## src/design/glb_pkg.sv

```systemverilog
// shared types for one tile; fabric word 16 bits, bank word 64 bits, two loop levels only
package glb_pkg;

    localparam int GLB_ADDR_WIDTH = 16;
    localparam int CGRA_DATA_WIDTH = 16;
    localparam int BANK_DATA_WIDTH = 64;
    localparam int MAX_RANGE_WIDTH = 10;
    localparam int MAX_STRIDE_WIDTH = 16;
    localparam int APB_ADDR_WIDTH = 12;
    localparam int APB_DATA_WIDTH = 32;
    localparam int LOOP_LEVEL = 2;
    localparam int BANK_BYTE_OFFSET = 3;
    localparam int CGRA_BYTE_OFFSET = 1;

    typedef logic [GLB_ADDR_WIDTH-1:0] glb_addr_t;
    typedef logic [CGRA_DATA_WIDTH-1:0] cgra_data_t;
    typedef logic [BANK_DATA_WIDTH-1:0] bank_data_t;
    typedef logic [MAX_RANGE_WIDTH-1:0] range_t;
    typedef logic [MAX_STRIDE_WIDTH-1:0] stride_t;
    typedef logic [APB_ADDR_WIDTH-1:0] apb_addr_t;
    typedef logic [APB_DATA_WIDTH-1:0] apb_data_t;

    typedef enum logic [1:0] {
        OFF       = 2'd0,
        NORMAL    = 2'd1,
        REPEAT    = 2'd2,
        AUTO_INCR = 2'd3
    } dma_mode_e;

    // level 0 is the inner loop
    typedef struct packed {
        range_t  [LOOP_LEVEL-1:0] range;
        stride_t [LOOP_LEVEL-1:0] stride;
    } loop_ctrl_t;

    typedef struct packed {
        logic       valid;
        glb_addr_t  start_addr;
        loop_ctrl_t iteration;
    } dma_ld_header_t;

    typedef struct packed {
        logic       rd_en;
        logic       wr_en;
        glb_addr_t  addr;
        bank_data_t wr_data;
    } bank_req_t;

    typedef struct packed {
        logic       rd_data_valid;
        bank_data_t rd_data;
    } bank_rsp_t;

endpackage

```

## src/design/glb_load_dma.sv

```systemverilog
// bank answers one cycle after a granted read; NORMAL mode runs whatever the header holds
`timescale 1ns/1ns

module glb_load_dma import glb_pkg::*; #(
    parameter int QUEUE_DEPTH = 2
) (
    input  logic                   clk,
    input  logic                   reset,
    input  dma_mode_e              load_mode,
    input  dma_ld_header_t         load_header [QUEUE_DEPTH],
    output logic [QUEUE_DEPTH-1:0] load_invalidate_pulse,
    input  logic                   strm_start_pulse,
    output bank_req_t              bank_req,
    input  logic                   gnt,
    input  bank_rsp_t              bank_rsp,
    output cgra_data_t             stream_out_data,
    output logic                   stream_out_valid,
    output logic                   load_done_pulse
);

    localparam int QW = (QUEUE_DEPTH > 1) ? $clog2(QUEUE_DEPTH) : 1;
    localparam int SEL_W = BANK_BYTE_OFFSET - CGRA_BYTE_OFFSET;

    logic [QW-1:0] q_sel;
    logic dma_active;
    logic start_next;
    logic start_pulse_internal;
    logic strm_run;
    logic issue;
    logic rd_grant;
    logic last_elem;
    logic carry;
    glb_addr_t start_addr_r;
    loop_ctrl_t iter_r;
    glb_addr_t strm_addr;
    range_t itr [LOOP_LEVEL];
    range_t itr_next [LOOP_LEVEL];
    logic tag_valid;
    logic tag_last;
    logic [SEL_W-1:0] tag_sel;

    // auto restart needs a start first
    always_comb begin
        case (load_mode)
            NORMAL: start_next = strm_start_pulse & ~strm_run;
            REPEAT, AUTO_INCR: begin
                start_next = ~strm_run &
                    (strm_start_pulse | (dma_active & load_header[q_sel].valid));
            end
            default: start_next = 1'b0;
        endcase
    end

    always_comb begin
        for (int i = 0; i < QUEUE_DEPTH; i++) begin
            load_invalidate_pulse[i] = start_pulse_internal & (q_sel == i);
        end
    end

    assign rd_grant = issue & gnt;

    // start address plus each iterator times its stride
    always_comb begin
        strm_addr = start_addr_r;
        last_elem = 1'b1;
        for (int i = 0; i < LOOP_LEVEL; i++) begin
            strm_addr = strm_addr + glb_addr_t'(itr[i]) * iter_r.stride[i];
            last_elem = last_elem &
                ((iter_r.range[i] == '0) | (itr[i] == iter_r.range[i] - 1'b1));
        end
    end

    // inner level first, carry into the outer one on wrap
    always_comb begin
        itr_next = itr;
        carry = rd_grant;
        for (int i = 0; i < LOOP_LEVEL; i++) begin
            if (carry) begin
                if (iter_r.range[i] == '0 || itr[i] == iter_r.range[i] - 1'b1) begin
                    itr_next[i] = '0;
                end else begin
                    itr_next[i] = itr[i] + 1'b1;
                    carry = 1'b0;
                end
            end
        end
    end

    always_ff @(posedge clk or posedge reset) begin
        if (reset) begin
            q_sel <= '0;
            dma_active <= 1'b0;
            start_pulse_internal <= 1'b0;
            strm_run <= 1'b0;
            issue <= 1'b0;
            tag_valid <= 1'b0;
            tag_last <= 1'b0;
            for (int i = 0; i < LOOP_LEVEL; i++) begin
                itr[i] <= '0;
            end
        end else begin
            if (load_mode == REPEAT || load_mode == AUTO_INCR) begin
                dma_active <= dma_active | strm_start_pulse;
            end else begin
                dma_active <= 1'b0;
            end
            start_pulse_internal <= start_pulse_internal ? 1'b0 : start_next;
            if (start_pulse_internal) begin
                strm_run <= 1'b1;
            end else if (load_done_pulse) begin
                strm_run <= 1'b0;
            end
            if (start_pulse_internal) begin
                issue <= 1'b1;
            end else if (rd_grant && last_elem) begin
                issue <= 1'b0;
            end
            for (int i = 0; i < LOOP_LEVEL; i++) begin
                itr[i] <= start_pulse_internal ? '0 : itr_next[i];
            end
            tag_valid <= rd_grant;
            tag_last <= rd_grant & last_elem;
            if (load_mode != AUTO_INCR) begin
                q_sel <= '0;
            end else if (load_done_pulse) begin
                q_sel <= (q_sel == QW'(QUEUE_DEPTH - 1)) ? '0 : q_sel + 1'b1;
            end
        end
    end

    // header copy and word select of the read in flight
    always_ff @(posedge clk) begin
        if (start_pulse_internal) begin
            start_addr_r <= load_header[q_sel].start_addr;
            iter_r <= load_header[q_sel].iteration;
        end
        if (rd_grant) begin
            tag_sel <= strm_addr[BANK_BYTE_OFFSET-1:CGRA_BYTE_OFFSET];
        end
    end

    assign bank_req.rd_en = issue;
    assign bank_req.wr_en = 1'b0;
    assign bank_req.addr = strm_addr;
    assign bank_req.wr_data = '0;

    assign stream_out_valid = bank_rsp.rd_data_valid;
    assign stream_out_data = bank_rsp.rd_data[tag_sel*CGRA_DATA_WIDTH +: CGRA_DATA_WIDTH];
    assign load_done_pulse = tag_valid & tag_last;

    a_rsp_has_tag: assert property (@(posedge clk) disable iff (reset)
        bank_rsp.rd_data_valid |-> tag_valid);

    a_start_when_idle: assert property (@(posedge clk) disable iff (reset)
        start_pulse_internal |-> !strm_run && !tag_valid);

endmodule

```

## config.mk

```make
export PLATFORM = sky130hd
export DESIGN_NAME = glb_load_dma
export DESIGN_NICKNAME = d
export VERILOG_FILES = /design/src/design/glb_pkg.sv /design/src/design/glb_load_dma.sv
export SDC_FILE = /design/constraint.sdc
export NUM_CORES = 1
export LEC_CHECK = 0
export BUFFER_PORTS_ARGS = -buffer_cell sky130_fd_sc_hd__buf_2
export CELL_PAD_IN_SITES_DETAIL_PLACEMENT = 1
export CELL_PAD_IN_SITES_GLOBAL_PLACEMENT = 1
export CORE_MARGIN = 2
export CORE_UTILIZATION = 35
export CTS_CLUSTER_DIAMETER = 30
export DETAILED_ROUTE_END_ITERATION = 6
export PLACE_DENSITY = 0.81
export REMOVE_ABC_BUFFERS = 1
export SLEW_MARGIN = 30
export SYNTH_ARGS = -nofsm -noshare
export SYNTH_HDL_FRONTEND = slang
export SYNTH_SLANG_ARGS = --single-unit
export TNS_END_PERCENT = 100
```

## constraint.sdc

```tcl
create_clock -name clk -period 8.02 [get_ports clk]
set_clock_uncertainty 0.2 [all_clocks]
set_input_delay 0.802 -clock clk [delete_from_list [all_inputs] [get_ports clk]]
set_output_delay 0.802 -clock clk [all_outputs]
set_load 0.03 [all_outputs]
```

==> flow_metrics.py, run 1 <==
metrics = {
    "layout": {
        "drive_gt1_share_pct": 25.8,
        "mostFrequentLayoutCells": "243 x buf_2, 179 x fa_1, 177 x inv_1",
        "fin_util_pct": 40.5,
        "final_common_cell": "buf_2",
        "syn_to_final_growth_pct": 13.4,
        "fin_nets": 1890,
        "instances_no_fill": 1912,
    },
    "setup_path": {
        "critPathTopFamily": "adder cells",
        "crit_path_end_kind": "output pin",
        "worst_ep_arrival_time_ps": 6820,
        "r2r-end": "tag_sel[1]",
        "path_cells": "and2_1 > fa_1 > inv_1 > fa_1 > fa_1 > inv_1 > fa_1 > fa_1 > fa_1 > fa_1 > ha_1 > o21ai_0 > nor2_1 > nand4_1 > a311oi_2 > a31oi_1 > xnor2_1 > buf_2",
        "start_kind": "register",
        "required_ps": 7020,
        "crit_top_cell": "fa_1",
        "crit_buf_inv": 3,
        "ff2ff_setup_slack_ps": 4230,
        "r2r_start": "itr[0]",
        "reg2reg_depth": 7,
        "timing_worst_setup_path_type": "register to output pin",
        "crit_path_max_incr_delay_ps": 590,
        "worst-path-max-fanout": 19,
        "crit_slowest_cell": "fa_1",
    },
    "clock_network": {
        "insertion_delay_ps": 380,
        "clockBufferDepth": 2,
        "cts_tree": "built",
        "path_clk_slew_ps": 90,
        "cts_root_buffer": "clkbuf_16",
        "cts_made_buffers": 9,
        "cts_num_sinks": 97,
        "postCtsHoldBufs": 0,
        "h-tree-depth": 3,
    },
    "logic_synthesis": {
        "synth_top_family_by_area": "adder cells",
        "ys.warnings.count": 0,
        "synth_ff_type": "edfxtp_1",
        "synth_fa_ha_area_share_pct": 33.7,
        "synthXorXnorAreaFrac_pct": 4.94,
        "synthMuxAreaShare_pct": 9.01,
        "syn_area_per_cell_um2": 10.2,
        "synth.distinct_cells": 58,
        "synthSimpleGateAreaFrac_pct": 14.2,
        "synth_edf_count": 70,
        "synth_seq_cells": 97,
        "synth-async-reset-ratio_pct": 27.8,
        "synth_compound_area_share_pct": 5.19,
        "synth_seq_area_share_pct": 21.8,
        "syn_inst": 1245,
        "syn-cell-area_um2": 12800,
    },
    "hold_path": {
        "hp-class": "register to register",
        "holdPathEnd": "start_pulse_internal",
        "whs_path_depth": 1,
        "min-delay-start": "strm_run",
    },
    "placement": {
        "dp_cells": 1892,
        "dp_hpwl_mm": 30.3,
        "gp_congestion": 0.899,
        "port-buffer-count": 243,
    },
    "sta": {
        "min_period_ps": 7820,
        "rsz0062_at_grt": "false",
        "max_slew_margin_pct": 39.8,
        "setup_violations": 0,
        "fmax_mhz": 128,
        "post-route-period-util_pct": 97.6,
        "slew_viol_final": 0,
        "fin_hold_ws_ps": 247,
        "worst_pin_slew_ps": 895,
        "finalSetupTns_ps": 0,
        "hold_viol_final": 0,
    },
    "detailed_routing": {
        "drt_wl_total_mm": 36.7,
        "drtPass1Iterations": 5,
        "drc": 0,
        "vias": 9595,
        "postRouteAntennaNets": 0,
        "drtIter0Drc": 446,
        "wl_per_cell_um": 19.2,
        "via_per_inst": 5.02,
    },
    "global_routing": {
        "antenna_found_initial": 1,
        "grt_max_degree": 66,
        "grt_pass1_vias": 10800,
        "grt_pass1_wl_mm": 58.0,
        "grt_overflow": 0,
        "grtUsageTotal_pct": 19.8,
    },
    "die": {
        "start_util_pct": 35.7,
        "fp.dieArea_um2": 38000,
        "die_h_um": 195,
        "ios": 311,
        "rows": 69,
        "die_w_um": 195,
        "coreArea_um2": 35700,
    },
    "outcome": {
        "run_status": "finished clean",
    },
    "job": {
        "cap_violations": 0,
    },
}
cell usage after synthesis (all sizes together) (7+ instances only):
library cell    n  share of area, %
nand2b         12              0.59
o32ai           8              0.55
nor2           24              0.71
clkbuf         55               1.6
fa            179                28
nand3           9              0.45
a21oi          24              0.94
inv           178               5.2
edfxtp         70                16
buf            76               4.3
xor2           23               1.6
ha             57               5.6
a21o            7              0.41
mux2           70               6.2
dfrtp          27               5.3
o21ai          12              0.47
and2          109               5.3
nand2         137               4.0
xnor2          49               3.4
nor3           17              0.67
or3            13              0.64
mux4           16               2.8
stage by stage:
step	instance area [µm²]	setup slack (ps)
after global routing	14500	23.0
after global placement	14100	714
after floorplan	12200	931
final	14500	195
after CTS	14400	11.8
after detailed placement	14100	506
sequential cells by signal, indices dropped and copies added (netlist names):
name and count:
dma_active 1, issue 1, iter_r 52, itr 20, q_sel 1, start_addr_r 16, start_pulse_internal 1, strm_run 1
tag_last 1, tag_sel 2, tag_valid 1
per-layer routing:
layer | track usage, % | share of wire [%] | vias up
met3 | 3.04 | 5.4 | 70
met1 | 23.1 | 39 | 4883
met4 | 7.86 | 3.7 | 0
met5 | 0 | 0 | -
li1 | - | - | 4271
met2 | 36.1 | 52 | 371
cell type report:
cell class / instances / area [µm²]
Clock buffer: 9 / 225
Clock inverter: 7 / 77.6
Antenna cell: 1 / 2.50
Multi-Input combinational cell: 903 / 8800
Sequential cell: 97 / 2790
Tap cell: 461 / 577
Inverter: 178 / 668
Timing Repair Buffer: 256 / 1320
Fill cell: 4153 / 21300
worst register-to-register path, stage by stage, from the launching register on:
cell and delay, ps:
dfrtp_1 700, and2_1 270, fa_1 450, ha_1 320, fa_1 510, ha_1 330, fa_1 450, ha_1 310
logic make-up after synthesis:
family / Yosys count
AO/OA/AOI/OAI: 91
multiplexers: 86
adder cells (fa/ha/maj): 236
AND/OR/NAND/NOR: 353
other: 1
buffers and inverters: 309
XOR/XNOR: 72
flip-flops: 97
worst max path at each step:
stage	start	end	slack, ps	cells after the start
2_1_floorplan	itr[11]	bank_req[78]	930	16
3_3_place_gp	itr[2]	bank_req[79]	710	18
3_5_place_dp	itr[2]	bank_req[79]	510	18
4_1_cts	itr[2]	bank_req[79]	10	18
5_1_grt	iter_r[20]	bank_req[79]	20	18
6_report	itr[2]	bank_req[79]	200	18
what timing repair did:
action	CTS	global route
setup endpoints to repair	0	3
resized for setup	0	3
buffers inserted	0	2
Power of run 1 is left out: the tool's default activity adds up to more than one toggle a clock period on the data nets, which glitch-free logic cannot reach.
==> inputs of run 2 (changes only) <==
Settings changed: CTS_BUF_LIST from default to sky130_fd_sc_hd__clkbuf_16, CTS_CLUSTER_DIAMETER 30 to default.
Clock period 8.02 ns to 9.1 ns, I/O delays scaled along.
==> run 2 against run 1 <==
  * Flip-flop and latch count is the same
  * Global-route usage down 0.30 points
  * First-iteration DRC count is 0.67% lower
  * Critical path type unchanged
  * Highest routed layer unchanged
==> flow_metrics.py, run 2 (synthesized netlist as in run 1, its figures left out) <==
metrics = {
    "outcome": {
        "run_status": "finished clean",
    },
    "global_routing": {
        "grt_overflow": 0,
        "grt_pass1_wl_mm": 57.7,
        "grtUsageTotal_pct": 19.5,
        "grt_max_degree": 66,
        "antenna_found_initial": 1,
        "grt_pass1_vias": 10900,
    },
    "layout": {
        "n_fill_cell": 4095,
        "diodes": 0,
        "multiInputGateArea_um2": 8800,
        "syn_to_final_growth_pct": 12.8,
        "top_register": "iter_r",
        "largest_register_ffs": 52,
        "drive_gt1_share_pct": 25.2,
        "final_common_cell": "buf_2",
        "mostFrequentLayoutCells": "243 x buf_2, 179 x fa_1, 177 x inv_1",
        "seqCellArea_um2": 2790,
        "fin_nets": 1883,
        "top_regs": "iter_r (52), itr (20), start_addr_r (16)",
    },
    "clock_network": {
        "path_clk_slew_ps": 80,
        "h-tree-depth": 3,
        "postCtsHoldBufs": 0,
        "cts_num_sinks": 97,
        "cts_resized": 0,
        "clockBufferDepth": 2,
        "cts_tree": "built",
        "insertion_delay_ps": 360,
        "cts_root_buffer": "clkbuf_16",
        "postCtsSetupRepairBufs": 0,
        "cts_made_buffers": 9,
    },
    "setup_path": {
        "crit_top_cell": "fa_1",
        "crit_slowest_cell": "dfrtp_1",
        "worst_ep_arrival_time_ps": 7140,
        "start_kind": "register",
        "r2r_start": "itr[0]",
        "crit_path_end_kind": "output pin",
        "worst-path-max-fanout": 20,
        "ff2ff_setup_slack_ps": 5300,
        "crit_path_max_incr_delay_ps": 830,
        "r2r-end": "tag_sel[1]",
        "timing_worst_setup_path_type": "register to output pin",
        "path_cells": "nand2_1 > fa_1 > inv_1 > fa_1 > inv_1 > fa_1 > inv_1 > fa_1 > fa_1 > fa_1 > fa_1 > ha_1 > o21ai_0 > nor2_1 > nand4_1 > a311oi_1 > a31oi_1 > xnor2_1 > buf_2",
        "reg2reg_depth": 8,
        "required_ps": 7990,
    },
    "detailed_routing": {
        "wl_per_cell_um": 18.8,
        "drc": 0,
        "vias": 9530,
        "drtPass1Iterations": 4,
        "via_per_inst": 5.01,
        "drtIter0Drc": 443,
        "postRouteAntennaNets": 0,
        "drt_wl_total_mm": 35.7,
    },
    "die": {
        "ios": 311,
        "die_h_um": 195,
        "die_w_um": 195,
        "start_util_pct": 35.7,
        "coreArea_um2": 35700,
        "rows": 69,
        "fp.dieArea_um2": 38000,
    },
    "sta": {
        "min_period_ps": 8250,
        "rsz0062_at_grt": "false",
        "hold_viol_final": 0,
        "fmax_mhz": 121,
        "setup_ws_ps": 848,
        "post-route-period-util_pct": 90.7,
        "setup_violations": 0,
        "worst_pin_slew_ps": 835,
        "slew_viol_final": 0,
        "max_slew_margin_pct": 43.6,
        "fin_hold_ws_ps": 235,
        "finalSetupTns_ps": 0,
    },
    "hold_path": {
        "hp-class": "register to register",
        "whs_path_depth": 1,
        "holdPathEnd": "start_pulse_internal",
        "min-delay-start": "strm_run",
    },
    "placement": {
        "dp_slack_ps": 1390,
        "gp_congestion": 0.900,
        "dp_hpwl_mm": 29.4,
        "port-buffer-count": 243,
    },
    "job": {
        "cap_violations": 0,
    },
}
## run 2: worst max path at each step
| stage | slack (ps) | depth (start not counted) | from | end |
|---|---|---|---|---|
| after floorplan | 1900 | 16 | itr[11] | bank_req[78] |
| after detailed placement | 1390 | 19 | itr[11] | bank_req[79] |
| final | 850 | 19 | itr[11] | bank_req[79] |
| after global placement | 1510 | 19 | itr[11] | bank_req[79] |
| after global routing | 590 | 19 | itr[11] | bank_req[79] |
| after CTS | 920 | 19 | itr[11] | bank_req[79] |
## run 2: layout make-up
| type | instances | share of cell area (%) |
|---|---|---|
| Clock buffer | 9 | 1.56 |
| Clock inverter | 7 | 0.487 |
| Inverter | 178 | 4.64 |
| Multi-Input combinational cell | 903 | 61.1 |
| Sequential cell | 97 | 19.4 |
| Tap cell | 461 | 4.01 |
| Timing Repair Buffer | 249 | 8.82 |
## run 2: worst max-delay path, delay by kind of cell, from the launching register on
family          cells  cell delay (ps)
compound gates      3              860
xor+xnor            1              300
fa+ha+maj           8             3840
buf+inv             4              420
flops               1              830
simple gates        3              520
## run 2: stage by stage
step,cell area (µm²),utilization [%],instances
after floorplan,12200,-,1178
after global placement,14100,39.4,1887
after detailed placement,14100,39.4,1887
after CTS,14400,40.2,1903
after global routing,14400,40.3,1904
final,14400,40.3,1904
## run 2: per-layer routing
metal / global-route usage [%] / share of wire (%)
met5: 0 / 0
met4: 7.63 / 3.7
met3: 2.67 / 5.1
met2: 36.0 / 53
met1: 22.7 / 38
Power of run 2 is left out for the same reason.
==> inputs of run 3 (changes only) <==
Settings changed: BUFFER_PORTS_ARGS -buffer_cell sky130_fd_sc_hd__buf_2 to default, CORE_UTILIZATION 35 to 55, DONT_BUFFER_PORTS from default to 1, PLACE_DENSITY 0.81 to 0.95.
==> run 3 against run 2 <==
  * Cell count shrank 22%
  * Fmax shrank 4.3%
  * Die area shrank 36%
  * Setup slack lost 370 ps
  * Utilization grew 17 points
  * Non-clock buffer count shrank 242
  * Sequential share of layout area grew 2.1 points
  * Largest cell class unchanged
==> flow_metrics.py, run 3 (synthesized netlist as in run 1, its figures left out) <==
metrics = {
    "clock_network": {
        "postCtsHoldBufs": 0,
        "cts_root_buffer": "clkbuf_16",
        "h-tree-depth": 3,
        "cts_resized": 0,
        "insertion_delay_ps": 390,
        "cts_num_sinks": 97,
        "clockBufferDepth": 2,
        "cts_made_buffers": 9,
        "cts_tree": "built",
        "path_clk_slew_ps": 90,
        "postCtsSetupRepairBufs": 0,
    },
    "hold_path": {
        "holdPathEnd": "start_pulse_internal",
        "hp-class": "register to register",
        "whs_path_depth": 1,
        "min-delay-start": "strm_run",
    },
    "placement": {
        "dp_hpwl_mm": 27.7,
        "gp_congestion": 0.927,
        "port-buffer-count": 0,
    },
    "global_routing": {
        "grt_most_used_layer": "met2",
        "grtUsageTotal_pct": 30.6,
        "use_met3_pct": 7.20,
        "grt_max_degree": 73,
        "grt_pass1_wl_mm": 55.4,
        "grt_pass1_vias": 10200,
        "grt_overflow": 0,
        "gr-usage-met1_pct": 32.0,
        "antenna_found_initial": 7,
        "grtUsageMet2_pct": 54.8,
    },
    "die": {
        "die_w_um": 156,
        "die_h_um": 156,
        "start_util_pct": 56.2,
        "coreArea_um2": 22700,
        "fp.dieArea_um2": 24400,
        "ios": 311,
        "rows": 55,
    },
    "setup_path": {
        "start_kind": "register",
        "worst-path-max-fanout": 20,
        "crit_slowest_cell": "dfrtp_1",
        "r2r-end": "tag_sel[1]",
        "ff2ff_setup_slack_ps": 5050,
        "timing_worst_setup_path_type": "register to output pin",
        "r2r_start": "itr[1]",
        "reg2reg_depth": 7,
        "worst_ep_arrival_time_ps": 7510,
        "crit_top_cell": "fa_1",
        "crit_path_max_incr_delay_ps": 890,
        "path_cells": "nand2_1 > fa_1 > inv_1 > fa_1 > inv_1 > fa_1 > inv_1 > fa_1 > fa_1 > fa_1 > fa_1 > ha_1 > o21ai_0 > nor2_1 > nand4_1 > a311oi_1 > a31oi_1 > xnor2_1",
        "crit_path_end_kind": "output pin",
        "required_ps": 7990,
    },
    "sta": {
        "post-route-period-util_pct": 94.8,
        "hold_viol_final": 0,
        "worst_pin_slew_ps": 901,
        "rsz0062_at_grt": "false",
        "fmax_mhz": 116,
        "setup_violations": 0,
        "min_period_ps": 8620,
        "slew_viol_final": 0,
        "finalSetupTns_ps": 0,
        "max_slew_margin_pct": 39.5,
    },
    "layout": {
        "n_fill_cell": 2481,
        "final_common_cell": "fa_1",
        "fin_nets": 1641,
        "top_register": "iter_r",
        "mostFrequentLayoutCells": "179 x fa_1, 178 x inv_1, 137 x nand2_1",
        "drive_gt1_share_pct": 10.1,
        "largest_register_ffs": 52,
        "syn_to_final_growth_pct": 1.89,
        "top_regs": "iter_r (52), itr (20), start_addr_r (16)",
    },
    "detailed_routing": {
        "wl_per_cell_um": 24.2,
        "vias": 8900,
        "via_per_inst": 5.96,
        "drtPass1Iterations": 5,
        "drt_wl_total_mm": 36.1,
        "drtIter0Drc": 614,
        "drc": 0,
        "postRouteAntennaNets": 0,
    },
    "job": {
        "cap_violations": 0,
    },
    "outcome": {
        "run_status": "finished clean",
    },
}
==> run 3: final cells by class <==
class	count	area, µm²	area share [%]
multi-input combinational	903	8800	67.7
sequential	97	2790	21.4
inverter	178	668	5.14
tap	285	357	2.74
clock buffer	9	225	1.73
timing repair buffer	7	76.3	0.587
clock inverter	7	70.1	0.539
antenna	7	17.5	0.135
==> run 3: worst max-delay path by stage <==
stage	start	endpoint	slack [ps]	cells after the start
final	itr[11]	bank_req[79]	480	18
after CTS	itr[11]	bank_req[79]	550	18
after floorplan	itr[11]	bank_req[78]	1900	16
after detailed placement	itr[11]	bank_req[79]	1030	18
after global placement	itr[11]	bank_req[79]	1410	18
after global routing	itr[11]	bank_req[79]	170	18
==> run 3: through the flow <==
stage          hold WS [ps]  instance area (µm²)  worst slack (ps)  instances  util [%]
3_3_place_gp            216                12600              1410       1468      55.7
4_1_cts                 262                12900               552       1484      57.0
3_5_place_dp            232                12600              1030       1468      55.7
6_report                257                13000               477       1493      57.2
2_1_floorplan           209                12200              1900       1178         -
5_1_grt                 280                13000               173       1492      57.2
==> run 3: layer usage <==
| metal | up-vias | wire length [µm] |
|---|---|---|
| li1 | 3788 | - |
| met1 | 4529 | 12200 |
| met2 | 455 | 18800 |
| met3 | 128 | 2640 |
| met4 | 0 | 2440 |
| met5 | - | 0 |
==> run 3: worst max-delay path, delay by kind of cell, from the launching register on <==
kind	cells	cell delay (ps)
compound gates	3	920
fa+ha+maj	8	3930
xor+xnor	1	670
simple gates	3	510
buf+inv	3	180
flops	1	890
Power of run 3 is left out for the same reason.
